[src/source/pmp_config.svh]
`ifndef PMP_CONFIG_SVH
`define PMP_CONFIG_SVH

// Number of protection regions, one pmpcfg word holds all of them
`define PMP_NUM_REGIONS 4

// APB byte address width
`define PMP_APB_ADDR_W 8

// Packed pmpcfg word, entry 0 in the low byte
`define PMP_OFS_CFG 8'h00

// pmpaddr0, next entries follow at 4 byte steps
`define PMP_OFS_ADDR_BASE 8'h10

// mseccfg, only RLB is kept
`define PMP_OFS_MSECCFG 8'h20

`endif
[src/source/pmp_access_pkg.sv]
package pmp_access_pkg;

  typedef enum logic [1:0] {
    EXEC  = 2'd0,
    READ  = 2'd1,
    WRITE = 2'd2
  } pmp_acc_e;

  // Privilege encodings as in mstatus.MPP
  typedef enum logic [1:0] {
    U = 2'd0,
    M = 2'd3
  } pmp_priv_e;

  // Exception cause codes
  typedef enum logic [5:0] {
    NONE            = 6'd0,
    INSTR_ACC_FAULT = 6'd1,
    LOAD_ACC_FAULT  = 6'd5,
    STORE_ACC_FAULT = 6'd7
  } pmp_exc_e;

  typedef struct packed {
    logic        valid;
    logic [31:0] addr;
    pmp_acc_e    acc;
    pmp_priv_e   priv;
  } pmp_req_t;

  typedef struct packed {
    logic     valid;
    logic     allowed;
    pmp_exc_e cause;
  } pmp_resp_t;

endpackage

[src/source/pmp_csr_pkg.sv]
package pmp_csr_pkg;

  // Address matching mode of one region
  typedef enum logic [1:0] {
    OFF   = 2'd0,
    TOR   = 2'd1,
    NA4   = 2'd2,
    NAPOT = 2'd3
  } pmp_mode_e;

  // One region config byte, standard bit order
  typedef struct packed {
    logic      lock;
    logic [1:0] zero;
    pmp_mode_e mode;
    logic      exec;
    logic      write;
    logic      read;
  } pmp_cfg_t;

  // Four cfg bytes form one pmpcfg word
  typedef pmp_cfg_t [3:0] pmp_cfg_arr_t;

  // Address bits 33:2 of each region
  typedef logic [3:0][31:0] pmp_addr_arr_t;

  typedef enum logic [1:0] {
    CFG     = 2'd0,
    ADDR    = 2'd1,
    MSECCFG = 2'd2
  } pmp_csr_sel_e;

  typedef struct packed {
    logic         valid;
    pmp_csr_sel_e sel;
    logic [1:0]   idx;
    logic [31:0]  data;
  } pmp_csr_wr_t;

  typedef struct packed {
    pmp_cfg_arr_t  cfg;
    pmp_addr_arr_t addr;
    logic          rlb;
  } pmp_csr_state_t;

endpackage

[src/source/pmp_unit.sv]
`timescale 1ns/100ps

`include "pmp_config.svh"

module pmp_unit
  import pmp_csr_pkg::*;
  import pmp_access_pkg::*;
(
  input  logic                       clk_i,
  input  logic                       arst_n_i,
  input  logic                       psel_i,
  input  logic                       penable_i,
  input  logic                       pwrite_i,
  input  logic [`PMP_APB_ADDR_W-1:0] paddr_i,
  input  logic [31:0]                pwdata_i,
  output logic [31:0]                prdata_o,
  output logic                       pready_o,
  output logic                       pslverr_o,
  input  pmp_req_t                   req_i,
  output pmp_resp_t                  resp_o
);

  pmp_csr_wr_t    csr_wr;
  pmp_csr_state_t csr_state;

  // APB register access
  pmp_apb_csr_port i_apb_csr_port (
    .psel_i      (psel_i),
    .penable_i   (penable_i),
    .pwrite_i    (pwrite_i),
    .paddr_i     (paddr_i),
    .pwdata_i    (pwdata_i),
    .prdata_o    (prdata_o),
    .pready_o    (pready_o),
    .pslverr_o   (pslverr_o),
    .csr_state_i (csr_state),
    .csr_wr_o    (csr_wr)
  );

  pmp_csr_file i_csr_file (
    .clk_i       (clk_i),
    .arst_n_i    (arst_n_i),
    .csr_wr_i    (csr_wr),
    .csr_state_o (csr_state)
  );

  // Request checker with one cycle latency
  pmp_access_check i_access_check (
    .clk_i       (clk_i),
    .arst_n_i    (arst_n_i),
    .csr_state_i (csr_state),
    .req_i       (req_i),
    .resp_o      (resp_o)
  );

endmodule

[src/source/pmp_access_check.sv]
`timescale 1ns/100ps

`include "pmp_config.svh"

module pmp_access_check
  import pmp_csr_pkg::*;
  import pmp_access_pkg::*;
(
  input  logic           clk_i,
  input  logic           arst_n_i,
  input  pmp_csr_state_t csr_state_i,
  input  pmp_req_t       req_i,
  output pmp_resp_t      resp_o
);

  logic [31:0]                 req_word;
  logic [`PMP_NUM_REGIONS-1:0] region_match;
  logic                        hit;
  pmp_cfg_t                    hit_cfg;
  logic                        perm;
  logic                        allowed;
  pmp_exc_e                    cause;
  logic                        resp_valid_q;
  logic                        resp_allowed_q;
  pmp_exc_e                    resp_cause_q;

  // Word address, same scale as pmpaddr bits 33:2
  assign req_word = {2'b00, req_i.addr[31:2]};

  always_comb begin
    logic [31:0] prev_addr;
    logic [31:0] napot_mask;
    prev_addr = '0;
    for (int i = 0; i < `PMP_NUM_REGIONS; i++) begin
      // Trailing ones plus the first zero are don't care bits
      napot_mask = csr_state_i.addr[i] ^ (csr_state_i.addr[i] + 32'd1);
      case (csr_state_i.cfg[i].mode)
        TOR:     region_match[i] = (req_word >= prev_addr) &&
                                   (req_word < csr_state_i.addr[i]);
        NA4:     region_match[i] = (req_word == csr_state_i.addr[i]);
        NAPOT:   region_match[i] = ((req_word & ~napot_mask) ==
                                    (csr_state_i.addr[i] & ~napot_mask));
        default: region_match[i] = 1'b0;
      endcase
      prev_addr = csr_state_i.addr[i];
    end
  end

  // Lowest index wins, so scan downwards
  always_comb begin
    hit     = 1'b0;
    hit_cfg = '0;
    for (int i = `PMP_NUM_REGIONS - 1; i >= 0; i--) begin
      if (region_match[i]) begin
        hit     = 1'b1;
        hit_cfg = csr_state_i.cfg[i];
      end
    end
  end

  always_comb begin
    case (req_i.acc)
      EXEC:    perm = hit_cfg.exec;
      READ:    perm = hit_cfg.read;
      default: perm = hit_cfg.write;
    endcase
    if (!hit) begin
      allowed = (req_i.priv == M);
    end else if (req_i.priv == M) begin
      allowed = ~hit_cfg.lock | perm;
    end else begin
      allowed = perm;
    end
    case (req_i.acc)
      EXEC:    cause = INSTR_ACC_FAULT;
      READ:    cause = LOAD_ACC_FAULT;
      default: cause = STORE_ACC_FAULT;
    endcase
    if (allowed) begin
      cause = NONE;
    end
  end

  always_ff @(posedge clk_i or negedge arst_n_i) begin
    if (!arst_n_i) begin
      resp_valid_q <= 1'b0;
    end else begin
      resp_valid_q <= req_i.valid;
    end
  end

  always_ff @(posedge clk_i) begin
    resp_allowed_q <= allowed;
    resp_cause_q   <= cause;
  end

  assign resp_o.valid   = resp_valid_q;
  assign resp_o.allowed = resp_allowed_q;
  assign resp_o.cause   = resp_cause_q;

endmodule

[src/source/pmp_csr_file.sv]
`timescale 1ns/100ps

`include "pmp_config.svh"

module pmp_csr_file
  import pmp_csr_pkg::*;
(
  input  logic           clk_i,
  input  logic           arst_n_i,
  input  pmp_csr_wr_t    csr_wr_i,
  output pmp_csr_state_t csr_state_o
);

  pmp_cfg_arr_t  cfg_q;
  pmp_cfg_arr_t  cfg_d;
  pmp_addr_arr_t addr_q;
  pmp_addr_arr_t addr_d;
  logic          rlb_q;
  logic          rlb_d;

  logic [`PMP_NUM_REGIONS-1:0] locked;
  logic [`PMP_NUM_REGIONS-1:0] addr_wr_ok;
  logic                        any_lock;

  // Legal value of one cfg byte after a write attempt
  function automatic pmp_cfg_t legalize_cfg(pmp_cfg_t cur, pmp_cfg_t wr, logic rlb);
    pmp_cfg_t res;
    res = wr;
    // W without R is reserved, RWX stays as it was
    if (wr.write && !wr.read) begin
      res.exec  = cur.exec;
      res.write = cur.write;
      res.read  = cur.read;
    end
    if (cur.lock && !rlb) begin
      res = cur;
    end
    res.zero = 2'b00;
    return res;
  endfunction

  // Lock is only effective while RLB is clear
  always_comb begin
    any_lock = 1'b0;
    for (int i = 0; i < `PMP_NUM_REGIONS; i++) begin
      locked[i] = cfg_q[i].lock & ~rlb_q;
      any_lock  = any_lock | cfg_q[i].lock;
    end
  end

  // pmpaddr i is frozen by its own lock or by a locked TOR entry above it
  always_comb begin
    for (int i = 0; i < `PMP_NUM_REGIONS; i++) begin
      addr_wr_ok[i] = ~locked[i];
      if (i < `PMP_NUM_REGIONS - 1) begin
        if (locked[i+1] && (cfg_q[i+1].mode == TOR)) begin
          addr_wr_ok[i] = 1'b0;
        end
      end
    end
  end

  always_comb begin
    cfg_d  = cfg_q;
    addr_d = addr_q;
    rlb_d  = rlb_q;
    if (csr_wr_i.valid) begin
      case (csr_wr_i.sel)
        CFG: begin
          for (int i = 0; i < `PMP_NUM_REGIONS; i++) begin
            cfg_d[i] = legalize_cfg(cfg_q[i], pmp_cfg_t'(csr_wr_i.data[8*i +: 8]), rlb_q);
          end
        end
        ADDR: begin
          if (addr_wr_ok[csr_wr_i.idx]) begin
            addr_d[csr_wr_i.idx] = csr_wr_i.data;
          end
        end
        MSECCFG: begin
          // RLB is sticky once any entry is locked
          if (rlb_q || !any_lock) begin
            rlb_d = csr_wr_i.data[2];
          end
        end
        default: rlb_d = rlb_q;
      endcase
    end
  end

  always_ff @(posedge clk_i or negedge arst_n_i) begin
    if (!arst_n_i) begin
      cfg_q  <= '0;
      addr_q <= '0;
      rlb_q  <= 1'b0;
    end else begin
      cfg_q  <= cfg_d;
      addr_q <= addr_d;
      rlb_q  <= rlb_d;
    end
  end

  assign csr_state_o.cfg  = cfg_q;
  assign csr_state_o.addr = addr_q;
  assign csr_state_o.rlb  = rlb_q;

endmodule

[src/source/pmp_apb_csr_port.sv]
`timescale 1ns/100ps

`include "pmp_config.svh"

module pmp_apb_csr_port
  import pmp_csr_pkg::*;
(
  input  logic                         psel_i,
  input  logic                         penable_i,
  input  logic                         pwrite_i,
  input  logic [`PMP_APB_ADDR_W-1:0]   paddr_i,
  input  logic [31:0]                  pwdata_i,
  output logic [31:0]                  prdata_o,
  output logic                         pready_o,
  output logic                         pslverr_o,
  input  pmp_csr_state_t               csr_state_i,
  output pmp_csr_wr_t                  csr_wr_o
);

  logic                       access;
  logic                       mapped;
  pmp_csr_sel_e               sel;
  logic [1:0]                 idx;
  logic [`PMP_APB_ADDR_W-1:0] addr_ofs;

  // No wait states, every access cycle completes
  assign access    = psel_i & penable_i;
  assign pready_o  = access;
  assign pslverr_o = access & ~mapped;

  // Offset relative to pmpaddr0
  assign addr_ofs = paddr_i - `PMP_OFS_ADDR_BASE;

  // Register decode, misaligned offsets are unmapped
  always_comb begin
    mapped = 1'b0;
    sel    = CFG;
    idx    = 2'd0;
    if (paddr_i[1:0] == 2'b00) begin
      if (paddr_i == `PMP_OFS_CFG) begin
        mapped = 1'b1;
        sel    = CFG;
      end else if ((paddr_i >= `PMP_OFS_ADDR_BASE) &&
                   (paddr_i < (`PMP_OFS_ADDR_BASE + 4 * `PMP_NUM_REGIONS))) begin
        mapped = 1'b1;
        sel    = ADDR;
        idx    = addr_ofs[3:2];
      end else if (paddr_i == `PMP_OFS_MSECCFG) begin
        mapped = 1'b1;
        sel    = MSECCFG;
      end
    end
  end

  // Read data, unmapped reads return zero
  always_comb begin
    prdata_o = '0;
    if (mapped) begin
      case (sel)
        CFG:     prdata_o = csr_state_i.cfg;
        ADDR:    prdata_o = csr_state_i.addr[idx];
        MSECCFG: prdata_o[2] = csr_state_i.rlb;
        default: prdata_o = '0;
      endcase
    end
  end

  // Write request lasts for the single access cycle
  always_comb begin
    csr_wr_o.valid = access & pwrite_i & mapped;
    csr_wr_o.sel   = sel;
    csr_wr_o.idx   = idx;
    csr_wr_o.data  = pwdata_i;
  end

endmodule

[config.mk]
export PLATFORM = sky130hd
export DESIGN_NAME = pmp_unit
export DESIGN_NICKNAME = d
export VERILOG_FILES = /design/src/source/pmp_access_pkg.sv /design/src/source/pmp_csr_pkg.sv /design/src/source/pmp_unit.sv /design/src/source/pmp_access_check.sv /design/src/source/pmp_csr_file.sv /design/src/source/pmp_apb_csr_port.sv
export VERILOG_INCLUDE_DIRS = /design/src /design/src/source
export SDC_FILE = /design/constraint.sdc
export NUM_CORES = 1
export LEC_CHECK = 0
export ABC_AREA = 0
export CORE_MARGIN = 5
export CORE_UTILIZATION = 30
export DETAILED_ROUTE_END_ITERATION = 16
export DONT_BUFFER_PORTS = 1
export SETUP_SLACK_MARGIN = 0.1
export SLEW_MARGIN = 20
export SYNTH_ARGS = -nofsm -noshare
export SYNTH_HDL_FRONTEND = slang
export SYNTH_HIERARCHICAL = 1
export SYNTH_SLANG_ARGS = --single-unit
[constraint.sdc]
create_clock -name clk_i -period 3.9 [get_ports clk_i]
set_input_delay 0.975 -clock clk_i [delete_from_list [all_inputs] [get_ports clk_i]]
set_output_delay 0.975 -clock clk_i [all_outputs]
set_load 0.05 [all_outputs]
# Yosys cells after proc, flatten, opt, wreduce, memory -nomap -nowiden
# Index checks and enable logic that the tools add are counted.
[op_classes]
n_reduce_logical = 38
bitwise = 43
add_sub_neg = 5
magnitude_cmp = 12
mux = 41
eq_ne = 25
[op_table]
columns = ["op", "n"]
rows = [
  ["32-bit by 1-bit adder with 32-bit output (second input constant)", 4],
  ["30-bit by 32-bit bitwise AND with 32-bit output", 4],
  ["32-bit bitwise AND", 4],
  ["128-bit bitwise mux", 1],
  ["30-bit by 32-bit == test with 1-bit output", 4],
  ["32-bit == test", 4],
  ["30-bit by 32-bit less-than comparator with 1-bit output", 4],
  ["32-bit inverter", 4],
  ["32-bit XOR", 4],
  ["30-bit by 32-bit greater-or-equal comparator with 1-bit output", 3],
  ["32-bit two-way mux", 3],
  ["32-bit binary-select mux with 2-bit select", 1],
  ["32-bit demux with 2-bit select", 1],
  ["29-bit case mux with 2 select lines", 1],
  ["8-bit two-way mux", 4],
  ["30-bit by 1-bit greater-or-equal comparator with 1-bit output (second input constant)", 1],
  ["2-bit == test (second input constant)", 10],
  ["3-bit AND reduction", 6],
  ["1-bit logical AND", 17],
  ["4-bit AND reduction", 4],
  ["1-bit inverter", 15],
  ["1-bit case mux with 3 select lines", 5],
  ["1-bit two-way mux", 14],
  ["2-bit two-way mux", 7],
  ["17 further kinds", 39],
]
[word_totals]
output_inout_bits = 42
input_bits = 82
wordCells = 192
reg_bits = 161

# Logic depth before layout (Yosys ltp)
# Gate-level depths: netlist of the first run.
[depth]
word_depth = 14
ltp_mapped = 20
ltp_nobuf = 20

# By module
# The synthesis of the first run kept the hierarchy.
[by_module_without_submodules]
columns = ["module", "cells_per_inst", "n_inst", "area_per_inst_um2", "seq_area_each_um2"]
rows = [
  ["pmp_access_check", 1226, 1, 8893.5, 105.1],
  ["pmp_csr_file", 370, 1, 5936.9, 3828.7],
  ["pmp_apb_csr_port", 270, 1, 2005.7, 0.0],
]

# Worst setup path after synthesis of the first run
# OpenSTA, ideal clock, no wires.
[synth_path]
path_type = "register to register"
from = "reg i_csr_file.addr_q, in the netlist i_csr_file/csr_state_o[43]"
to = "reg i_access_check.resp_cause_q[2]"
arrival_time_ns = 3.958
stages_incl_launch_ff = 17
setup_time_ns = 0.061
synth_period_minus_slack_ns = 4.019
path_buffers = 0
setup_slack_ns = -0.119
path_cell_list = "dfrtp_1 > and4_1 > nand3_1 > or4b_4 > nor2_4 > nand2_1 > ha_1 > xor2_1 > nor3b_1 > nor4b_1 > nand4_1 > or4_1 > a221oi_2 > o21ai_2 > o311ai_0 > o22a_1 > and4b_1"
[synth_between]
elab_chain_len = 12
[synth_rtl]
columns = ["item", "line", "rtl"]
rows = [
  ["start, declared", "pmp_csr_file.sv:16", "pmp_addr_arr_t addr_q;"],
  ["start signal, assigned", "pmp_csr_file.sv:97", "addr_q <= addr_d;"],
  ["32-bit by 1-bit adder with 32-bit output", "pmp_access_check.sv:36", "napot_mask = csr_state_i.addr[i] ^ (csr_state_i.addr[i] + 32'd1);"],
  ["32-bit XOR", "pmp_access_check.sv:36", ""],
  ["32-bit inverter", "pmp_access_check.sv:41, pmp_access_check.sv:42", ""],
  ["30-bit by 32-bit bitwise AND with 32-bit output / 32-bit bitwise AND (equally long branches)", "pmp_access_check.sv:41, pmp_access_check.sv:42", ""],
  ["32-bit == test", "pmp_access_check.sv:41", "NAPOT: region_match[i] = ((req_word & ~napot_mask) =="],
  ["1-bit case mux with 3 select lines", "pmp_access_check.sv:37", "case (csr_state_i.cfg[i].mode)"],
  ["8-bit two-way mux (2 in series)", "pmp_access_check.sv:54", "if (region_match[i]) begin"],
  ["1-bit case mux with 2 select lines / 1-bit inverter (equally long branches)", "pmp_access_check.sv:62, pmp_access_check.sv:70", ""],
  ["1-bit OR", "pmp_access_check.sv:70", "allowed = ~hit_cfg.lock | perm;"],
  ["1-bit two-way mux", "pmp_access_check.sv:69", "end else if (req_i.priv == M) begin"],
  ["1-bit two-way mux (*)", "pmp_access_check.sv:67", "if (!hit) begin"],
  ["end signal, assigned", "pmp_access_check.sv:94", "resp_cause_q <= cause;"],
  ["end, declared", "pmp_access_check.sv:25", "pmp_exc_e resp_cause_q;"],
]
# Every way passes the cells marked *; elsewhere a longest branch is shown, timed or not.
# A chain may end at the register's enable or synchronous reset.

# Worst setup path in the final report of the first run
[layout_path]
from = "reg i_csr_file.addr_q, in the netlist i_csr_file/csr_state_o[107]"
to = "reg i_access_check.resp_cause_q[0]"
[layout_between]
elab_chain_len = 14
[layout_rtl]
columns = ["item", "line"]
rows = [
  ["32-bit by 1-bit adder with 32-bit output", "pmp_access_check.sv:36"],
  ["32-bit XOR", "pmp_access_check.sv:36"],
  ["32-bit inverter", "pmp_access_check.sv:41, pmp_access_check.sv:42"],
  ["30-bit by 32-bit bitwise AND with 32-bit output / 32-bit bitwise AND (equally long branches)", "pmp_access_check.sv:41, pmp_access_check.sv:42"],
  ["32-bit == test", "pmp_access_check.sv:41"],
  ["1-bit case mux with 3 select lines (*)", "pmp_access_check.sv:37"],
  ["8-bit two-way mux (4 in series)", "pmp_access_check.sv:54"],
  ["1-bit case mux with 2 select lines / 1-bit inverter (equally long branches)", "pmp_access_check.sv:62, pmp_access_check.sv:70"],
  ["1-bit OR", "pmp_access_check.sv:70"],
  ["1-bit two-way mux", "pmp_access_check.sv:69"],
  ["1-bit two-way mux (*)", "pmp_access_check.sv:67"],
]
# Marks and branches as above.

==> run summary, run 1 <==
### Floorplanning
- Std-Cell Core Area: 0.05531 mm^2
- die width: 246.9 um
- total I/O pin count: 124
- effective utilization at floorplan: 30.44%
- die area: 0.06096 mm^2
- height of the die: 246.9 um
- Rows: 86

### Worst setup path
- depth of the critical timing path with buffers and inverters included: 20
- CP cell instances: inv_4 -> or4_4 -> nor3_4 -> buf_12 -> and3_4 -> nand2_4 -> nor2_4 -> nand2_1 -> ha_1 -> xnor2_1 -> nor2_1 -> xnor2_1 -> nand4_1 -> nor4_1 -> buf_4 -> a31oi_4 -> a2111o_1 -> o211a_1 -> o22a_1 -> and4_1
- CP Buf/Inv Count: 3
- Crit path top cell by count: sky130_fd_sc_hd__xnor2_1
- required time at the endpoint of the critical path: 4.27 ns
- termination of the worst setup path: i_access_check/resp_cause_q[0]
- Worst Path Class, Setup: reg2reg
- Worst path slowest cell: sky130_fd_sc_hd__or4_4
- critical path's largest stage delay: 0.57 ns
- Reg2Reg Setup Slack: -0.52 ns
- worst endpoint data arrival time: 4.79 ns
- CP top delay family: simple AND/OR/NAND/NOR gates
- Worst Setup Start Kind: register
- startpoint of the worst-slack reg-to-reg timing path: i_csr_file/csr_state_o[107]
- biggest fanout along the worst timing path: 4
- endpoint of the worst-slack reg-to-reg timing path: i_access_check/resp_cause_q[0]
- CP endpoint kind: register
- Critical Path Start: i_csr_file/csr_state_o[107]
- FF-to-FF path depth: 20

### Power and ir drop
- switching part of the total power: 29.25%
- worst supply voltage drop on vdd: 0.0001853 V
- Combinational Power Share: 12.7%
- internal cell power: 2.715 mW
- clock network fraction of total power: 43.0%
- power density over the cells: 190.0 mW/mm^2
- Flop pwr share: 44.4%
- Total Power Consumption: 3.838 mW
- NetSw: 1.123 mW
- leakage power total: 8.918 nW

### Clock network
- CTS tree: built
- post-cts hold buffer count: 0
- number of H-tree levels: 4
- latest clock arrival within the worst-skew pair: 0.48 ns
- post-CTS clock slew at the launch and capture registers of the worst setup and hold paths: 0.07 ns
- root cell of the clock tree: sky130_fd_sc_hd__clkbuf_16
- clk buf depth: 2
- Num CTS Buffers: 17
- clk sink count: 158

### Global routing
- pin count of the biggest net entering global routing: 155
- Total Routing Usage GR: 21.25%
- initial antenna violation count: 3
- Remaining Overflow, GRT: 0
- vias in the first global route: 15072
- global-route wire length before repair: 96490 um

### Synthesis
- post-synthesis simple-gate area fraction: 16.02%
- share of synthesized area spent on multiplexers: 13.17%
- compound-gate portion of the synthesized area: 11.67%
- number of unique standard cell types used by synthesis: 86
- area share of xor/xnor cells in the synthesized design: 10.51%
- dominant combinational cell family by area after synthesis: adder cells
- synthesis warning total: 6
- top cells by area in the synthesized netlist: sky130_fd_sc_hd__dfrtp_1 (23%), sky130_fd_sc_hd__ha_1 (17%), sky130_fd_sc_hd__mux2_2 (8.7%)
- EDFF count, synth: 0
- Top FF cell, synth: sky130_fd_sc_hd__dfrtp_1
- cell count after synthesis: 1866
- netlist area before placement: 0.01684 mm^2
- FF+latch count, synth: 158
- Async SR Flop Fraction: 97.47%
- synthesized-area fraction occupied by adder cells: 17.46%
- top-area cell type share of the netlist area: 22.89%
- sequential area share after synthesis: 23.37%
- synthesized area divided by synthesized cell count: 9.023 um^2
- cell type with the largest total area after synthesis: sky130_fd_sc_hd__dfrtp_1

### STA
- final-layout setup total negative slack: -1.993 ns
- RSZ-0062 raised after global routing: yes
- final period utilization: 113.4%
- Worst-Margin Slew: 0.9206 ns
- setup clock skew after layout: 0.01533 ns
- final number of hold-violating endpoints: 0
- Peak Freq: 226.2 MHz
- worst-case headroom to the max-slew limit: 38.21%
- Setup-failing EPs final: 4
- final critical path time including I/O delays and setup: 4.422 ns
- max-slew violation count: 0
- Worst Slack Setup Final: -0.5218 ns

### Layout
- Core Util, Final: 36.52%
- ratio of cells with drive above 1 in the final layout: 24.70%
- area growth from synthesis to layout: 19.98%
- post-route insts no fill: 2854
- final instance area: 0.02020 mm^2
- fillers: 5634
- Final #Nets: 2409

### Placed design
- placed cells: 2808
- global placer's final weighted congestion: 0.9524
- instance area at placement: 0.01932 mm^2
- Buffers on Ports: 0
- dpl hpwl: 51900 um

### Drt
- DRC violation count after routing: 0
- vias per inst: 5.329
- Wirelength per Cell: 23.01 um
- total length of routed wires: 65660 um
- count of TritonRoute iterations in the first routing pass: 8
- Iteration-0 DRC Markers: 1181
- Antenna Violating Nets Remaining: 0
- detailed-route via count: 15209

### Outcome
- violated checks: setup timing
- outcome: complete, but fails checks

### Hold path
- path category of the worst min-delay check: in2async

### Job
- number of max-cap violations: 0

logic make-up (layout without fill, tap and decap cells):
| kind of cell | Yosys count | in the layout |
|---|---|---|
| simple gates | 508 | 508 |
| compound gates | 285 | 285 |
| buf+inv | 272 | 502 |
| fa+ha+maj | 235 | 235 |
| mux | 204 | 204 |
| xor+xnor | 202 | 202 |
| flops | 158 | 158 |
| other cells | 2 | 12 |
cell type report:
class	count	area, um^2	area share, %
Multi-Input combinational cell	1445	11870	58.78
Sequential cell	158	3935	19.48
Timing Repair Buffer	286	2213	10.96
Tap cell	748	935.9	4.633
Inverter	184	693.2	3.431
Clock buffer	19	442.9	2.193
Clock inverter	13	103.9	0.5141
Antenna cell	1	2.502	0.01239
placed cells by master (no fill, tap or decap), types with 7 or more instances in the layout:
cell / count
sky130_fd_sc_hd__mux2_2: 130
sky130_fd_sc_hd__nor2_1: 78
sky130_fd_sc_hd__o22a_1: 8
sky130_fd_sc_hd__inv_1: 179
sky130_fd_sc_hd__nor3_1: 27
sky130_fd_sc_hd__nand3_1: 57
sky130_fd_sc_hd__or3_1: 9
sky130_fd_sc_hd__xor2_1: 100
sky130_fd_sc_hd__and3_1: 15
sky130_fd_sc_hd__o21ai_0: 37
sky130_fd_sc_hd__a21boi_0: 37
sky130_fd_sc_hd__buf_4: 280
sky130_fd_sc_hd__and4_1: 11
sky130_fd_sc_hd__dfrtp_1: 153
sky130_fd_sc_hd__conb_1: 11
sky130_fd_sc_hd__nor4_1: 17
sky130_fd_sc_hd__mux2i_1: 64
sky130_fd_sc_hd__a211oi_1: 37
sky130_fd_sc_hd__clkbuf_16: 17
sky130_fd_sc_hd__o21a_1: 34
sky130_fd_sc_hd__mux2_1: 10
sky130_fd_sc_hd__nand2_1: 143
sky130_fd_sc_hd__a21oi_1: 64
sky130_fd_sc_hd__and2_1: 9
sky130_fd_sc_hd__nand3_2: 7
sky130_fd_sc_hd__xnor2_1: 100
sky130_fd_sc_hd__nand4_1: 57
sky130_fd_sc_hd__ha_1: 233
synth_stat cells, types with 10 or more instances:
master,instances
sky130_fd_sc_hd__buf_2,14
sky130_fd_sc_hd__a211oi_1,37
sky130_fd_sc_hd__o21a_1,34
sky130_fd_sc_hd__mux2i_1,64
sky130_fd_sc_hd__mux2_2,130
sky130_fd_sc_hd__dfrtp_1,154
sky130_fd_sc_hd__inv_1,180
sky130_fd_sc_hd__nor4_1,21
sky130_fd_sc_hd__buf_4,52
sky130_fd_sc_hd__ha_1,235
sky130_fd_sc_hd__xor2_1,100
sky130_fd_sc_hd__xnor2_1,102
sky130_fd_sc_hd__nand4_1,57
sky130_fd_sc_hd__a21boi_0,37
sky130_fd_sc_hd__mux2_1,10
sky130_fd_sc_hd__nand3_1,64
sky130_fd_sc_hd__o21ai_0,39
sky130_fd_sc_hd__a21oi_1,64
sky130_fd_sc_hd__nor3_1,29
sky130_fd_sc_hd__nand2_1,146
sky130_fd_sc_hd__nor2_1,84
sky130_fd_sc_hd__clkbuf_1,12
sky130_fd_sc_hd__and3_1,17
sky130_fd_sc_hd__and4_1,13
registers in the layout, summed over array words and instances, names as in the netlist:
name / flops
i_access_check/resp_allowed_q: 1
i_access_check/resp_cause_q: 3
i_access_check/resp_valid_q: 1
i_csr_file/csr_state_o: 152
i_csr_file/rlb_q: 1
worst reg2reg max path: stages, from the launching register on:
cell                       delay, ns
sky130_fd_sc_hd__dfrtp_1        0.40
sky130_fd_sc_hd__inv_4          0.04
sky130_fd_sc_hd__or4_4          0.57
sky130_fd_sc_hd__nor3_4         0.18
sky130_fd_sc_hd__buf_12         0.14
sky130_fd_sc_hd__and3_4         0.21
sky130_fd_sc_hd__nand2_4        0.06
sky130_fd_sc_hd__nor2_4         0.15
sky130_fd_sc_hd__nand2_1        0.08
sky130_fd_sc_hd__ha_1           0.31
sky130_fd_sc_hd__xnor2_1        0.14
sky130_fd_sc_hd__nor2_1         0.15
sky130_fd_sc_hd__xnor2_1        0.14
sky130_fd_sc_hd__nand4_1        0.21
sky130_fd_sc_hd__nor4_1         0.24
sky130_fd_sc_hd__buf_4          0.17
sky130_fd_sc_hd__a31oi_4        0.09
sky130_fd_sc_hd__a2111o_1       0.36
sky130_fd_sc_hd__o211a_1        0.24
sky130_fd_sc_hd__o22a_1         0.25
sky130_fd_sc_hd__and4_1         0.20
timing repair:
| item | in CTS | in global routing |
|---|---|---|
| resized for setup | 31 | 18 |
| pin swaps | 28 | 13 |
| setup buffers | 8 | 5 |
| endpoints found under the setup margin | 4 | 4 |
metrics by stage:
| stage | hold WS [ns] | setup WS (ns) |
|---|---|---|
| floorplan | 0.4738 | -0.002108 |
| global placement | 0.5196 | -0.5839 |
| detailed placement | 0.5392 | -0.6360 |
| CTS | 0.1732 | -0.4377 |
| global route | 0.1776 | -0.6810 |
| finish | 0.1912 | -0.5218 |
layer usage:
| layer | part of all wire, % | track usage (%) | vias to the layer above |
|---|---|---|---|
| met5 | 0 | 0 | - |
| met4 | 3.5 | 7.745 | 0 |
| met3 | 6.6 | 4.194 | 102 |
| met2 | 49 | 36.56 | 464 |
| met1 | 41 | 26.40 | 7599 |
| li1 | - | - | 7044 |
worst min path at each step:
stage | from | endpoint | slack [ns] | depth (start not counted)
2_1_floorplan | i_csr_file/csr_state_o[130] | i_csr_file/csr_state_o[130] | 0.47 | 1
3_3_place_gp | i_csr_file/csr_state_o[128] | i_csr_file/csr_state_o[128] | 0.52 | 1
3_5_place_dp | i_csr_file/csr_state_o[128] | i_csr_file/csr_state_o[128] | 0.54 | 1
4_1_cts | arst_n_i | i_access_check/resp_valid_q | 0.17 | 0
5_1_grt | arst_n_i | i_access_check/resp_valid_q | 0.18 | 0
6_report | arst_n_i | i_access_check/resp_valid_q | 0.19 | 0
power groups by stage:
| stage | combinational (mW) | sequential, mW | clock, mW |
|---|---|---|---|
| 2_1_floorplan | 0.391 | 1.71 | 0 |
| 3_3_place_gp | 0.458 | 1.73 | 0 |
| 3_5_place_dp | 0.474 | 1.73 | 0 |
| 4_1_cts | 0.479 | 1.70 | 1.67 |
| 5_1_grt | 0.533 | 1.70 | 1.74 |
| 6_report | 0.487 | 1.70 | 1.65 |
Power figures use the tool's default switching activity.
==> inputs of run 2 (changes only) <==
--- a/config.mk
+++ b/config.mk
@@ -8,7 +8,7 @@
 export LEC_CHECK = 0
 export ABC_AREA = 0
 export CORE_MARGIN = 5
-export CORE_UTILIZATION = 30
+export CORE_UTILIZATION = 25
 export DETAILED_ROUTE_END_ITERATION = 16
 export DONT_BUFFER_PORTS = 1
 export SETUP_SLACK_MARGIN = 0.1
==> run 2 against run 1 <==
The flow still finishes with violations (setup timing). Fmax grew 3.4%. Non-clock buffer count increased by 5. Combinational power fell by 3%. Largest cell class unchanged. Critical path depth is 1 lower. Final cell count is 4.6% higher. Via count down 2.8%.
==> run summary, run 2 (same netlist as run 1, synthesis figures left out) <==
### Global routing
- initial antenna violation count: 1, -2
- pin count of the biggest net entering global routing: 155, unchanged
- vias in the first global route: 14135, -6.2%
- Remaining Overflow, GRT: 0, unchanged
- Total Routing Usage GR: 16.86%, -4.4 points
- global-route wire length before repair: 92810 um, -3.8%

### Outcome
- violated checks: setup timing
- outcome: complete, but fails checks

### Floorplanning
- total I/O pin count: 124, unchanged
- die area: 0.07264 mm^2, +19%
- Std-Cell Core Area: 0.06704 mm^2, +21%
- height of the die: 269.5 um, +9.2%
- die width: 269.5 um, +9.2%
- effective utilization at floorplan: 25.11%, -5.3 points
- Rows: 95, +10%

### Worst setup path
- Worst Path Class, Setup: reg2reg
- CP cell instances: and4_1 -> and3_2 -> inv_1 -> nor3_4 -> and3_4 -> nand2_1 -> nor2_2 -> inv_1 -> ha_1 -> xor2_1 -> nand2_1 -> xnor2_1 -> a2111oi_0 -> and3_1 -> a31oi_1 -> a2111o_1 -> o211a_1 -> o22a_1 -> and4b_1
- CP Buf/Inv Count: 2, -1
- Worst Setup Start Kind: register
- biggest fanout along the worst timing path: 4, unchanged
- Worst path slowest cell: sky130_fd_sc_hd__a2111oi_0
- worst endpoint data arrival time: 4.63 ns, -0.16 ns
- critical path's largest stage delay: 0.38 ns, -0.19 ns
- CP endpoint kind: register
- required time at the endpoint of the critical path: 4.25 ns, -0.02 ns
- CP top delay family: simple AND/OR/NAND/NOR gates

### Power and ir drop
- worst supply voltage drop on vdd: 0.0003130 V, +69%
- power density over the cells: 195.3 mW/mm^2, +2.8%
- leakage power total: 8.932 nW, +0.15%
- Total Power Consumption: 4.002 mW, +4.3%

### Layout
- commonest non-fill, non-tap cell in the layout: sky130_fd_sc_hd__buf_4
- area growth from synthesis to layout: 21.71%
- ratio of cells with drive above 1 in the final layout: 24.93%, +0.23 points
- Final #Nets: 2414, +0.21%
- flip-flop count of the largest register after layout: 152, unchanged
- fillers: 7120, +26%
- commonest non-fill, non-tap cells in the layout: sky130_fd_sc_hd__buf_4 (284), sky130_fd_sc_hd__ha_1 (230), sky130_fd_sc_hd__inv_1 (179)
- final instance area: 0.02049 mm^2, +1.4%

### STA
- setup clock skew after layout: 0.01268 ns, -0.002659 ns
- worst hold slack: 0.2164 ns, +0.02525 ns
- Peak Freq: 233.9 MHz, +3.4%
- final critical path time including I/O delays and setup: 4.275 ns, -0.1467 ns
- Worst-Margin Slew: 0.7133 ns, -0.2073 ns
- Worst Slack Setup Final: -0.3751 ns, +0.1467 ns
- RSZ-0062 raised after global routing: yes
- Setup-failing EPs final: 4, unchanged
- final period utilization: 109.6%, -3.8 points
- worst-case headroom to the max-slew limit: 51.94%, +14 points
- max-slew violation count: 0, unchanged
- final number of hold-violating endpoints: 0, unchanged

### Clock network
- Num CTS Buffers: 17, unchanged
- clk buf depth: 2, unchanged
- CTS tree: built
- root cell of the clock tree: sky130_fd_sc_hd__clkbuf_16
- clk sink count: 158, unchanged
- post-cts hold buffer count: 0, unchanged
- latest clock arrival within the worst-skew pair: 0.46 ns, -0.02 ns
- post-CTS clock slew at the launch and capture registers of the worst setup and hold paths: 0.07 ns, about the same
- number of H-tree levels: 4, unchanged

### Placed design
- instance area at placement: 0.01948 mm^2, +0.85%
- dpl hpwl: 50360 um, -3.0%
- Buffers on Ports: 0, unchanged
- global placer's final weighted congestion: 0.9594, +0.73%

### Drt
- vias per inst: 4.956, -7.0%
- count of TritonRoute iterations in the first routing pass: 5, -3
- Antenna Violating Nets Remaining: 0, unchanged
- detailed-route via count: 14790, -2.8%
- Iteration-0 DRC Markers: 1125, -4.7%
- DRC violation count after routing: 0, unchanged
- total length of routed wires: 63270 um, -3.6%
- Wirelength per Cell: 21.20 um, -7.8%

### Job
- number of max-cap violations: 0, unchanged

### Hold path
- path category of the worst min-delay check: in2async

-- run 2: changes by cell type in the layout (fill, tap and decap cells not counted), sizes merged --
cell,previous run,this run
clkinvlp,2,1
bufinv,0,3
buf,286,291
inv,190,188
clkbuf,19,18
clkinv,5,6
-- run 2: cell type report --
cell class | instances | area, um^2 | share of cell area [%]
Antenna cell | 1 | 2.502 | 0.01221
Clock buffer | 18 | 439.2 | 2.143
Clock inverter | 14 | 181.4 | 0.8854
Inverter | 184 | 693.2 | 3.383
Multi-Input combinational cell | 1445 | 11890 | 58.04
Sequential cell | 158 | 3935 | 19.20
Tap cell | 873 | 1092 | 5.331
Timing Repair Buffer | 291 | 2255 | 11.00
-- run 2: repair_timing --
action | CTS | global route
gates resized for setup | 29 | 18
pin swaps | 37 | 30
setup endpoints to repair | 4 | 4
setup buffers | 18 | 1
-- run 2: layer usage --
metal	part of all wire, %	global-route usage, %
met5	0	0
met4	2.9	4.999
met3	7.1	3.858
met2	48	28.87
met1	42	21.23
-- run 2: worst paths after layout --
| check | startpoint | to | slack [ns] | cells past startpoint |
|---|---|---|---|---|
| setup / recovery | i_csr_file/csr_state_o[100] | i_access_check/resp_cause_q[2] | -0.38 | 19 |
| hold / removal | arst_n_i | i_csr_file/csr_state_o[95] | 0.22 | 0 |
| setup reg to reg | i_csr_file/csr_state_o[100] | i_access_check/resp_cause_q[2] | -0.38 | 19 |
| hold reg to reg | i_csr_file/csr_state_o[154] | i_csr_file/csr_state_o[154] | 0.53 | 1 |
| max in group asynchronous | arst_n_i | i_csr_file/csr_state_o[43] | 3.40 | 0 |
| min in group clk_i | i_csr_file/csr_state_o[154] | i_csr_file/csr_state_o[154] | 0.53 | 1 |
-- run 2: through the flow --
step,util [%],setup WS [ns],TNS [ns],cells
after floorplan,-,-0.002108,-0.002108,1875
after global placement,29.06,-0.5305,-2.029,2932
after detailed placement,29.06,-0.5940,-2.339,2932
after CTS,30.40,-0.4190,-1.535,2982
after global routing,30.56,-0.5750,-2.176,2983
final,30.57,-0.3751,-1.428,2984
-- run 2: power breakdown --
| part | switching (mW) | internal (mW) |
|---|---|---|
| Combinational | 0.257 | 0.216 |
| Clock | 0.792 | 1.04 |
| Sequential | 0.0452 | 1.66 |
| Total | 1.09 | 2.91 |
